[src/verilog/kettle_pkg.sv]
package kettle_pkg;

    typedef logic [3:0] stage_t;      // heating stage 0..9
    typedef logic [2:0] row_idx_t;

    // display pins, one row lit at a time
    typedef struct packed {
        logic [7:0] row;              // active low, one-hot
        logic [7:0] colg;
        logic [7:0] colr;
    } matrix_drive_t;

    typedef struct packed {
        stage_t stage;
        logic   done;                 // stage at STAGE_LAST
        logic   hot;
    } panel_status_t;

    localparam stage_t STAGE_LAST = 4'd9;

    // short stage time for simulation
    localparam int TICKS_PER_STAGE = 64;
    localparam int TICK_W = $clog2(TICKS_PER_STAGE);

    // hysteresis band of the sensor code
    localparam logic [7:0] TEMP_HOT_ON  = 8'd180;
    localparam logic [7:0] TEMP_HOT_OFF = 8'd160;

    localparam int ROWS = 8;

endpackage

[src/verilog/glyph_rom.sv]
`timescale 1ns/1ps

module glyph_rom
    import kettle_pkg::*;
(
    input  stage_t     stage,
    input  row_idx_t   row_idx,
    output logic [7:0] pattern
);

    always_comb
    begin
        pattern = 8'b0000_0000;
        case (stage)
            4'd0:                       // small blob
            begin
                case (row_idx)
                    3'd2, 3'd5: pattern = 8'b0001_1000;
                    3'd3, 3'd4: pattern = 8'b0011_1100;
                    default:    pattern = 8'b0000_0000;
                endcase
            end
            4'd1:
            begin
                case (row_idx)
                    3'd2, 3'd5: pattern = 8'b0011_1100;
                    3'd3, 3'd4: pattern = 8'b0111_1110;
                    default:    pattern = 8'b0000_0000;
                endcase
            end
            4'd2:
            begin
                case (row_idx)
                    3'd1, 3'd6: pattern = 8'b0001_1000;
                    3'd2, 3'd5: pattern = 8'b0011_1100;
                    3'd3, 3'd4: pattern = 8'b0111_1110;
                    default:    pattern = 8'b0000_0000;
                endcase
            end
            4'd3:
            begin
                case (row_idx)
                    3'd1, 3'd6: pattern = 8'b0011_1100;
                    3'd2, 3'd5: pattern = 8'b0111_1110;
                    3'd3, 3'd4: pattern = 8'b0111_1110;
                    default:    pattern = 8'b0000_0000;
                endcase
            end
            4'd4:                       // blob almost fills the matrix
            begin
                case (row_idx)
                    3'd0, 3'd7: pattern = 8'b0011_1100;
                    3'd1, 3'd6: pattern = 8'b0111_1110;
                    default:    pattern = 8'b1111_1111;
                endcase
            end
            4'd5:
            begin
                pattern = 8'b1111_1111;
            end
            4'd6:                       // first bubbles rising
            begin
                case (row_idx)
                    3'd0: pattern = 8'b1100_0011;
                    3'd1: pattern = 8'b1110_0011;
                    3'd2: pattern = 8'b1111_0001;
                    3'd3: pattern = 8'b1110_0011;
                    3'd4: pattern = 8'b1100_0111;
                    3'd5: pattern = 8'b1110_0111;
                    3'd6: pattern = 8'b1111_0111;
                    3'd7: pattern = 8'b1111_1011;
                    default: pattern = 8'b0000_0000;
                endcase
            end
            4'd7:
            begin
                case (row_idx)
                    3'd1: pattern = 8'b0000_0001;
                    3'd2: pattern = 8'b1000_0001;
                    3'd3: pattern = 8'b1100_0011;
                    3'd4: pattern = 8'b1000_0011;
                    3'd5: pattern = 8'b1100_0111;
                    3'd6: pattern = 8'b1110_0111;
                    3'd7: pattern = 8'b1111_0011;
                    default: pattern = 8'b0000_0000;
                endcase
            end
            4'd8:                       // single large bubble
            begin
                case (row_idx)
                    3'd1: pattern = 8'b0011_1000;
                    3'd2: pattern = 8'b0100_0100;
                    3'd3: pattern = 8'b0101_1010;
                    3'd4: pattern = 8'b0100_1010;
                    3'd5: pattern = 8'b0011_0010;
                    3'd6: pattern = 8'b1100_0100;
                    3'd7: pattern = 8'b0011_1000;
                    default: pattern = 8'b0000_0000;
                endcase
            end
            4'd9:                       // steam plume, boiled
            begin
                case (row_idx)
                    3'd2: pattern = 8'b0110_0000;
                    3'd3: pattern = 8'b1111_1100;
                    3'd4: pattern = 8'b0011_1111;
                    3'd5: pattern = 8'b0011_1110;
                    3'd6: pattern = 8'b0001_1100;
                    default: pattern = 8'b0000_0000;
                endcase
            end
            default:
            begin
                pattern = 8'b0000_0000;
            end
        endcase
    end

endmodule

[src/verilog/kettle_display_top.sv]
`timescale 1ns/1ps

module kettle_display_top
    import kettle_pkg::*;
(
    input  logic          clk,
    input  logic          rst,
    input  logic          st,
    input  logic [7:0]    temp_code,
    output matrix_drive_t drive,
    output panel_status_t status
);

    stage_t     stage;
    logic       done;
    logic       hot;
    row_idx_t   row_idx;
    stage_t     shown_stage;
    logic [7:0] pattern;

    stage_sequencer i_seq (
        .clk   (clk),
        .rst   (rst),
        .st    (st),
        .stage (stage),
        .done  (done)
    );

    temp_monitor i_temp (
        .clk       (clk),
        .rst       (rst),
        .temp_code (temp_code),
        .hot       (hot)
    );

    matrix_scanner i_scan (
        .clk         (clk),
        .rst         (rst),
        .st          (st),
        .hot         (hot),
        .stage       (stage),
        .pattern     (pattern),
        .row_idx     (row_idx),
        .shown_stage (shown_stage),
        .drive       (drive)
    );

    // rom is looked up with the frame-latched stage
    glyph_rom i_rom (
        .stage   (shown_stage),
        .row_idx (row_idx),
        .pattern (pattern)
    );

    assign status = '{stage: stage, done: done, hot: hot};

endmodule

[src/verilog/matrix_scanner.sv]
`timescale 1ns/1ps

module matrix_scanner
    import kettle_pkg::*;
(
    input  logic          clk,
    input  logic          rst,
    input  logic          st,
    input  logic          hot,
    input  stage_t        stage,
    input  logic [7:0]    pattern,
    output row_idx_t      row_idx,
    output stage_t        shown_stage,
    output matrix_drive_t drive
);

    row_idx_t   row_cnt;
    logic       shown_st;
    logic       frame_end;
    logic [7:0] colg_next;

    assign frame_end = (row_cnt == row_idx_t'(ROWS - 1));
    assign row_idx   = row_cnt;
    assign colg_next = shown_st ? pattern : 8'b0000_0000;

    // free running row counter, stage and st latched once per frame
    always_ff @(posedge clk or posedge rst)
    begin
        if (rst)
        begin
            row_cnt     <= '0;
            shown_stage <= '0;
            shown_st    <= 1'b0;
        end
        else
        begin
            row_cnt <= frame_end ? '0 : row_cnt + row_idx_t'(1);
            if (frame_end)
            begin
                shown_stage <= stage;
                shown_st    <= st;
            end
        end
    end

    // row and columns leave together from the same index
    always_ff @(posedge clk or posedge rst)
    begin
        if (rst)
        begin
            drive.row  <= 8'b1111_1111;   // all rows off
            drive.colg <= 8'b0000_0000;
            drive.colr <= 8'b0000_0000;
        end
        else
        begin
            drive.row  <= ~(8'b0000_0001 << row_cnt);
            drive.colg <= colg_next;
            drive.colr <= hot ? colg_next : 8'b0000_0000;  // red overlay when hot
        end
    end

endmodule

[src/verilog/stage_sequencer.sv]
`timescale 1ns/1ps

module stage_sequencer
    import kettle_pkg::*;
(
    input  logic   clk,
    input  logic   rst,
    input  logic   st,
    output stage_t stage,
    output logic   done
);

    logic [TICK_W-1:0] tick;
    logic              tick_wrap;
    stage_t            stage_next;

    assign tick_wrap = (tick == TICK_W'(TICKS_PER_STAGE - 1));

    always_comb
    begin
        stage_next = stage;
        if (!st)
            stage_next = '0;            // st low restarts the sequence
        else if (stage != STAGE_LAST && tick_wrap)
            stage_next = stage + stage_t'(1);
    end

    always_ff @(posedge clk or posedge rst)
    begin
        if (rst)
        begin
            tick  <= '0;
            stage <= '0;
            done  <= 1'b0;
        end
        else
        begin
            if (!st || stage == STAGE_LAST || tick_wrap)
                tick <= '0;
            else
                tick <= tick + 1'b1;
            stage <= stage_next;
            done  <= (stage_next == STAGE_LAST);  // follows stage exactly
        end
    end

endmodule

[src/verilog/temp_monitor.sv]
`timescale 1ns/1ps

module temp_monitor
    import kettle_pkg::*;
(
    input  logic       clk,
    input  logic       rst,
    input  logic [7:0] temp_code,
    output logic       hot
);

    logic set_hot;
    logic clr_hot;

    assign set_hot = (temp_code >= TEMP_HOT_ON);
    assign clr_hot = (temp_code < TEMP_HOT_OFF);

    // between the two thresholds the flag holds
    always_ff @(posedge clk or posedge rst)
    begin
        if (rst)
            hot <= 1'b0;
        else if (set_hot)
            hot <= 1'b1;
        else if (clr_hot)
            hot <= 1'b0;
    end

endmodule
[config.mk]
export PLATFORM = sky130hd
export DESIGN_NAME = kettle_display_top
export DESIGN_NICKNAME = d
export VERILOG_FILES = /design/src/verilog/kettle_pkg.sv /design/src/verilog/glyph_rom.sv /design/src/verilog/kettle_display_top.sv /design/src/verilog/matrix_scanner.sv /design/src/verilog/stage_sequencer.sv /design/src/verilog/temp_monitor.sv
export SDC_FILE = /design/constraint.sdc
export NUM_CORES = 1
export LEC_CHECK = 0
export BUFFER_PORTS_ARGS = -buffer_cell sky130_fd_sc_hd__buf_2
export CORE_MARGIN = 4
export CORE_UTILIZATION = 56
export DETAILED_ROUTE_END_ITERATION = 7
export GPL_TIMING_DRIVEN = 0
export PLACE_DENSITY_LB_ADDON = 0.08
export REMOVE_ABC_BUFFERS = 1
export SYNTH_ARGS = -nofsm -noshare
export SYNTH_HDL_FRONTEND = slang
export SYNTH_SLANG_ARGS = --single-unit
[constraint.sdc]
create_clock -name clk -period 2.9 [get_ports clk]
set_clock_uncertainty 0.2 [all_clocks]
set_input_delay 0.29 -clock clk [delete_from_list [all_inputs] [get_ports clk]]
set_output_delay 0.29 -clock clk [all_outputs]
set_load 0.005 [all_outputs]
Word-level counts from Yosys, hierarchy flattened
Memories as Yosys holds them, arrays and structs flattened.
Index checks and enable logic that the tools add are counted.
{ "totals": {"elab_cells": 68, "memories": 1, "in_bits": 11, "ff_bits": 44, "mem_bits_ro": 40, "output_inout_bits": 30} }
{ "op_classes": {"mux": 17, "n_addsub": 3, "shift": 1, "n_eq_ne": 20, "magnitude_cmp": 2, "reduce_logical": 13, "n_bitwise": 1} }
{ "mem_list": {"columns": ["name", "words", "word_bits", "read_ports", "rd_clocked_by_memory_dff", "write_ports", "line", "source"], "rows": [
  ["(no name shown)", 8, 5, 1, 0, 0, "glyph_rom.sv:63", "case (row_idx)"]
]} }
{ "ops": {"columns": ["cell", "count"], "rows": [
  ["8-bit one-hot mux with 10 select lines", 1],
  ["8-bit one-hot mux with 7 select lines", 1],
  ["8-bit one-hot mux with 6 select lines", 1],
  ["8-bit one-hot mux with 5 select lines", 1],
  ["7-bit one-hot mux with 2 select lines", 2],
  ["7-bit one-hot mux with 3 select lines", 1],
  ["4-bit by 3-bit equality test with 1-bit output (second input constant)", 4],
  ["4-bit equality test (second input constant)", 4],
  ["8-bit 2-to-1 mux", 2],
  ["8-bit one-hot mux with 2 select lines", 1],
  ["3-bit equality test (second input constant)", 4],
  ["6-bit one-hot mux with 2 select lines", 1],
  ["2-bit OR reduction", 5],
  ["4-bit by 2-bit equality test with 1-bit output (second input constant)", 2],
  ["8-bit greater-or-equal comparator (second input constant)", 1],
  ["8-bit < comparator (second input constant)", 1],
  ["4-bit 2-to-1 mux", 2],
  ["8-bit inverter", 1],
  ["1-bit by 3-bit << shifter with 8-bit output (first input constant)", 1],
  ["6-bit by 1-bit adder with 6-bit output (second input constant)", 1],
  ["3-bit by 2-bit equality test with 1-bit output (second input constant)", 2],
  ["6-bit equality test (second input constant)", 1],
  ["6-bit 2-to-1 mux", 1],
  ["4-bit by 1-bit adder with 4-bit output (second input constant)", 1],
  ["other kinds (13)", 15]
]} }

Depth between registers and ports, before layout
{ "depth": {"word_depth": 6, "depth_mapped": 8, "ltp_nobuf": 6} }

Hierarchy
Synthesis repeated with hierarchy kept, for this count alone.
{ "unflattened": {"hier_cells": 230, "hier_area_um2": 2353.5} }
{ "modules_own_cells": {"columns": ["module", "area_each_um2", "cells_each", "instances", "seq_area_each_um2"], "rows": [
  ["matrix_scanner", 1152.4, 76, 1, 810.8],
  ["glyph_rom", 581.8, 95, 1, 0.0],
  ["stage_sequencer", 556.8, 51, 1, 275.3],
  ["temp_monitor", 47.5, 6, 1, 25.0],
  ["kettle_display_top", 15.0, 2, 1, 0.0]
]} }

Worst setup path before layout
OpenSTA, ideal clock, no wires.
{ "synth_timing": {"path_kind": "reg-to-reg", "from": "register i_scan.row_cnt[2] (netlist: i_scan.row_idx[2])", "to": "register, netlist name i_scan.drive[14]", "setup_slack_ps": 526, "setup_ps": 146, "arrival_time_ps": 2028, "period_less_slack_ps": 2374, "stages_incl_launch_ff": 9, "required_time_ps": 2554, "path_buffers": 2, "cell_sequence": "dfrtp_1 > buf_2 > buf_2 > inv_1 > ha_1 > nor3_1 > a221oi_1 > a2111oi_0 > a21oi_1"} }
{ "synth_via": {"elab_chain_cells": 5, "elab_cells_between_ends": 23, "cone_classes": "7 x eq/ne; 9 x mux; 7 x reduce/logical"} }
{ "synth_lines": {"columns": ["element", "line", "source"], "rows": [
  ["start, declared", "matrix_scanner.sv:17", "row_idx_t row_cnt;"],
  ["start signal, assigned", "matrix_scanner.sv:37", "row_cnt <= frame_end ? '0 : row_cnt + row_idx_t'(1);"],
  ["3-bit equality test (tied with other cells)", "glyph_rom.sv:51, glyph_rom.sv:77, glyph_rom.sv:90", null],
  ["2-bit OR reduction (no line) (tied with other cells)", null, null],
  ["8-bit one-hot mux with 6 select lines (tied with other cells)", "glyph_rom.sv:90", "case (row_idx)"],
  ["8-bit one-hot mux with 10 select lines (*)", "glyph_rom.sv:14", "case (stage)"],
  ["8-bit 2-to-1 mux (*)", "matrix_scanner.sv:24", "assign colg_next = shown_st ? pattern : 8'b0000_0000;"],
  ["named net i_scan.colg_next[6]", "matrix_scanner.sv:20", "logic [7:0] colg_next;"]
]} }
The timed path passes the listed nets; every way through them passes the cells marked *.
A chain may end at the register's enable or synchronous reset.

Worst setup path after layout
{ "layout_timing": {"from": "register i_scan.row_cnt[1] (netlist: i_scan.row_idx[1])", "to": "register, netlist name i_scan.drive[6]"} }
{ "layout_via": {"elab_chain_cells": 6, "elab_cells_between_ends": 24, "cone_classes": "7 x eq/ne; 10 x mux; 7 x reduce/logical"} }
{ "layout_lines": {"columns": ["element", "line", "source"], "rows": [
  ["3-bit equality test (tied with other cells)", "glyph_rom.sv:51, glyph_rom.sv:77, glyph_rom.sv:90", null],
  ["2-bit OR reduction (no line) (tied with other cells)", null, null],
  ["8-bit one-hot mux with 6 select lines (tied with other cells)", "glyph_rom.sv:90", null],
  ["8-bit one-hot mux with 10 select lines (*)", "glyph_rom.sv:14", null],
  ["8-bit 2-to-1 mux (*)", "matrix_scanner.sv:24", null],
  ["8-bit 2-to-1 mux (*)", "matrix_scanner.sv:59", "drive.colr <= hot ? colg_next : 8'b0000_0000;"]
]} }
Every way passes the cells marked *; elsewhere a longest branch is shown, timed or not.

==> impl_summary.log <==
INFO  metric power-per-cell-area = between 400 and 500 mW/mm²
INFO  metric n_antenna_cell = 0
INFO  metric cts_setup_buffers = 0
INFO  metric synth.top_cell.area_share = 38.0%
INFO  metric postSynthAreaPerCell = 10.2 µm²
INFO  metric mappedNetlistArea = about 0.0024 mm²
INFO  metric netSwitchingFraction = 21.6%
INFO  metric seq_area_frac_synth = 46.8%
INFO  metric rows = 23
INFO  metric crit_chain = inv_1, ha_1, nor3_1, a221oi_1, a2111oi_1, a21oi_1
INFO  metric design_power_total = approximately 1.1 mW
INFO  metric top_cell_family_by_delay_on_the_critical_path = compound AO/OA/AOI/OAI gates
INFO  metric total_number_of_clock_tree_sinks = 44
INFO  metric crit_path_end_kind = flop
INFO  metric timing.critical_path.from_type = flop
INFO  metric total_switching_power = about 240 µW
INFO  metric worst-endpoint-required = between 2 and 3 ns
INFO  metric setup_ws = 0.113 ns
INFO  metric cp.arrival = ~2.8 ns
INFO  metric dieArea = ~0.0053 mm²
INFO  metric cts_tree = built
INFO  metric timing_hold_violations_final = 0
INFO  metric finalSetupTns = 0 ns
INFO  metric dp_slack = -0.0939 ns
INFO  metric fp.coreArea = roughly 0.0041 mm²
INFO  metric ys_types = 50
INFO  metric synth_enable_flop_cells = 0
INFO  metric grt.overflow.total = 0
INFO  metric clkPwrFrac = between 40% and 50%
INFO  metric critical-path-slowest-cell = sky130_fd_sc_hd__dfrtp_1
INFO  metric routed_wl = roughly 4900 µm
INFO  metric area_growth = 14.0%
INFO  metric rsz0062_at_grt = false
INFO  metric fraction_of_final_layout_cells_sized_beyond_drive_strength_1 = approximately a quarter
INFO  metric htree_levels = 2
INFO  metric yosysMostFrequentCell = sky130_fd_sc_hd__dfrtp_1
INFO  metric synthFlopType = sky130_fd_sc_hd__dfrtp_1
INFO  metric rrSetupSlack = around 0.11 ns
INFO  metric cts.clk_slew.worst_paths = about 0.09 ns
INFO  metric initial_antenna_violation_count = 0
INFO  metric via_count_of_the_first_global_routing_pass = roughly 1,700
INFO  metric routed-wl-met2 = ~2400 µm
INFO  metric detailedRoute.firstPassIterationCount = 4
INFO  metric finalWorstPathRequiredPeriod = roughly 2.8 ns
INFO  metric finalSetupViolCount = 0
INFO  metric share_comb_of_total_power = under 10%
INFO  metric pins_over_their_slew_limit = 0
INFO  metric worst-slew-pin-transition = between 0.8 and 0.9 ns
INFO  metric grt_use_total = between 10% and 20%
INFO  metric wl_met3 = ~310 µm
INFO  metric fin_crit_sh = between 90% and 100%
INFO  metric async_flop_share = 100%
INFO  metric insertion_delay = about 0.30 ns
INFO  metric initial_utilization = about three fifths
INFO  metric die_width = between 70 and 80 µm
INFO  metric timing.max_slew.rel_slack = between 40% and 50%
INFO  metric nets = 297
INFO  metric worst_ir_drop_vdd = around 0.00032 V
INFO  metric grt_max_degree = 45
INFO  metric finish.utilization = between 60% and 70%
INFO  metric p_int = roughly 890 µW
INFO  metric worst-path-buf-inv = 1
INFO  metric post-route-cell-area = approximately 0.0027 mm²
INFO  metric synthCells = approximately 230
INFO  metric worst_r2r_startpoint = i_scan.row_idx[1]$_DFF_PP0_
INFO  metric vias = roughly 1,800
INFO  metric wl_per_cell = ~15 µm
INFO  metric die_height = about 73 µm
INFO  metric filler_cell_count = ~330
INFO  metric grt_pass1_wl = roughly 8100 µm
INFO  metric highest_layer = met4
INFO  metric synth_largest_area_cell = sky130_fd_sc_hd__dfrtp_1
INFO  metric buffer_ports.inserted = 38
INFO  metric power.leakage = 1.24 nW
INFO  metric ys_seq_elements = 44
INFO  metric cts-buffers-inserted = 5
INFO  metric io-pin-count = slightly above 40
INFO  metric synth.cells.most_frequent = 36 x sky130_fd_sc_hd__dfrtp_1, 18 x sky130_fd_sc_hd__ha_1, 15 x sky130_fd_sc_hd__nand2_1
INFO  metric sequentialPowerShare = between 50% and 60%
INFO  metric placed_cells_incl_taps = 310
INFO  metric worst_setup_path_endpoint = i_scan.drive[6]$_DFF_PP0_
INFO  metric timing.hold.ws = between 0.005 and 0.006 ns
INFO  metric critPathMaxFanout = 10
INFO  metric run_status = finished clean
INFO  metric timing.reg2reg.worst_path_depth = 6
INFO  metric met1_wire_length = roughly 2100 µm
INFO  metric crit_path_start = i_scan.row_idx[1]$_DFF_PP0_
INFO  metric worst_path_largest_cell_delay = 0.56 ns
INFO  metric cts-root-to-sink-buffers = 2
INFO  metric synth_area_leaders = sky130_fd_sc_hd__dfrtp_1 38%, sky130_fd_sc_hd__ha_1 9.5%, sky130_fd_sc_hd__dfstp_2 8.9%, sky130_fd_sc_hd__a21oi_1 2.7%, sky130_fd_sc_hd__a31oi_1 2.6%
INFO  metric r2r-end = i_scan.drive[6]$_DFF_PP0_
INFO  metric gp_routability_congestion = 0.863
INFO  metric worstHoldPathType = in -> reg
INFO  metric clock.fmax = 359 MHz
INFO  metric route.antenna.remaining_nets = 0
INFO  metric post-dp-hpwl = 3470 µm
INFO  metric path_class = reg -> reg
INFO  metric synth-warning-count = 0
INFO  metric max-cap-violations = 0
INFO  metric route.detailed.drc = 0
INFO  metric cts.root.buffer_cell = sky130_fd_sc_hd__clkbuf_8
INFO  metric dr.first_iter.drc_count = 172
INFO  metric dpl-instance-area = 0.00257 mm²
INFO  metric layoutNonFillerInstCount = between 300 and 400
INFO  metric viasPerCell = about 5.7
INFO  metric path_depth = 6
metal layers:
layer	global-route usage, %	vias to the layer above
met5	0	-
li1	-	899
met4	7.17	0
met3	4.41	10
met2	32.0	58
met1	25.5	866
cell usage in the layout (no fill, tap or decap), types with 4 or more instances in the layout:
master and n:
sky130_fd_sc_hd__and2_1 5, sky130_fd_sc_hd__dfstp_2 8, sky130_fd_sc_hd__clkbuf_8 5, sky130_fd_sc_hd__nand2b_1 6
sky130_fd_sc_hd__mux2_2 4, sky130_fd_sc_hd__nand3_1 6, sky130_fd_sc_hd__ha_1 18, sky130_fd_sc_hd__dfrtp_1 35
sky130_fd_sc_hd__a31oi_1 10, sky130_fd_sc_hd__nor2b_1 6, sky130_fd_sc_hd__o21ai_0 10, sky130_fd_sc_hd__nor2_1 14
sky130_fd_sc_hd__a211oi_1 5, sky130_fd_sc_hd__a21oi_1 13, sky130_fd_sc_hd__nand2_1 15, sky130_fd_sc_hd__inv_1 13
sky130_fd_sc_hd__nor3_1 8, sky130_fd_sc_hd__buf_2 38
what timing repair did:
action / 4_1_cts / 5_1_grt
setup endpoints to repair: 2 / 3
gates resized for setup: 1 / 2
hold buffers: 1 / 0
hold endpoints to repair: 4 / 0
logic make-up after synthesis:
kind of cell | after synthesis | synth area share, %
buf+inv | 24 | 4.48
fa+ha+maj | 18 | 9.49
xor+xnor | 6 | 2.21
flops | 44 | 46.8
simple gates | 79 | 18.8
mux | 5 | 2.32
compound gates | 56 | 15.9
worst register-to-register path, delay by kind of cell, from the launching register on:
family / cells / cell delay (ns)
buf+inv: 1 / 0.22
fa+ha+maj: 1 / 0.34
simple gates: 1 / 0.50
flops: 1 / 0.56
compound gates: 3 / 0.84
state kept, by name, indices dropped and copies added (netlist names):
name and count:
i_scan.drive 24, i_seq.tick 6, i_scan.shown_stage 4, i_seq.stage 4
i_scan.row_idx 3, i_scan.shown_st 1, i_seq.done 1, i_temp.hot 1
power groups by stage:
| stage | logic, mW | clock network [mW] | registers, mW |
|---|---|---|---|
| 2_1_floorplan | 0.0211 | 0 | 0.634 |
| 3_3_place_gp | 0.0326 | 0 | 0.634 |
| 3_5_place_dp | 0.0339 | 0 | 0.635 |
| 4_1_cts | 0.0350 | 0.494 | 0.623 |
| 5_1_grt | 0.0393 | 0.515 | 0.624 |
| 6_report | 0.0332 | 0.478 | 0.623 |
how the worst min path moves through the flow:
stage	slack (ns)	from	endpoint	depth (start not counted)
6_report	0.005	temp_code[7]	i_temp.hot$_DFFE_PP0P_	2
5_1_grt	0.02	temp_code[7]	i_temp.hot$_DFFE_PP0P_	2
4_1_cts	0.003	temp_code[7]	i_temp.hot$_DFFE_PP0P_	2
3_5_place_dp	0.25	i_seq.tick[0]$_DFF_PP0_	i_seq.tick[0]$_DFF_PP0_	1
3_3_place_gp	0.25	i_seq.tick[0]$_DFF_PP0_	i_seq.tick[0]$_DFF_PP0_	1
2_1_floorplan	0.22	st	i_seq.stage[1]$_DFF_PP0_	1
area by class of cell:
cell class                 count  area (µm²)  area share, %
timing repair buffer          39         200           7.40
tap                           50        62.6           2.31
sequential                    44        1110           41.1
clock inverter                 3        46.3           1.71
multi-input combinational    164        1160           43.0
inverter                      14        52.6           1.94
clock buffer                   5        68.8           2.54
Note: power is estimated with default switching activity, not from simulation.
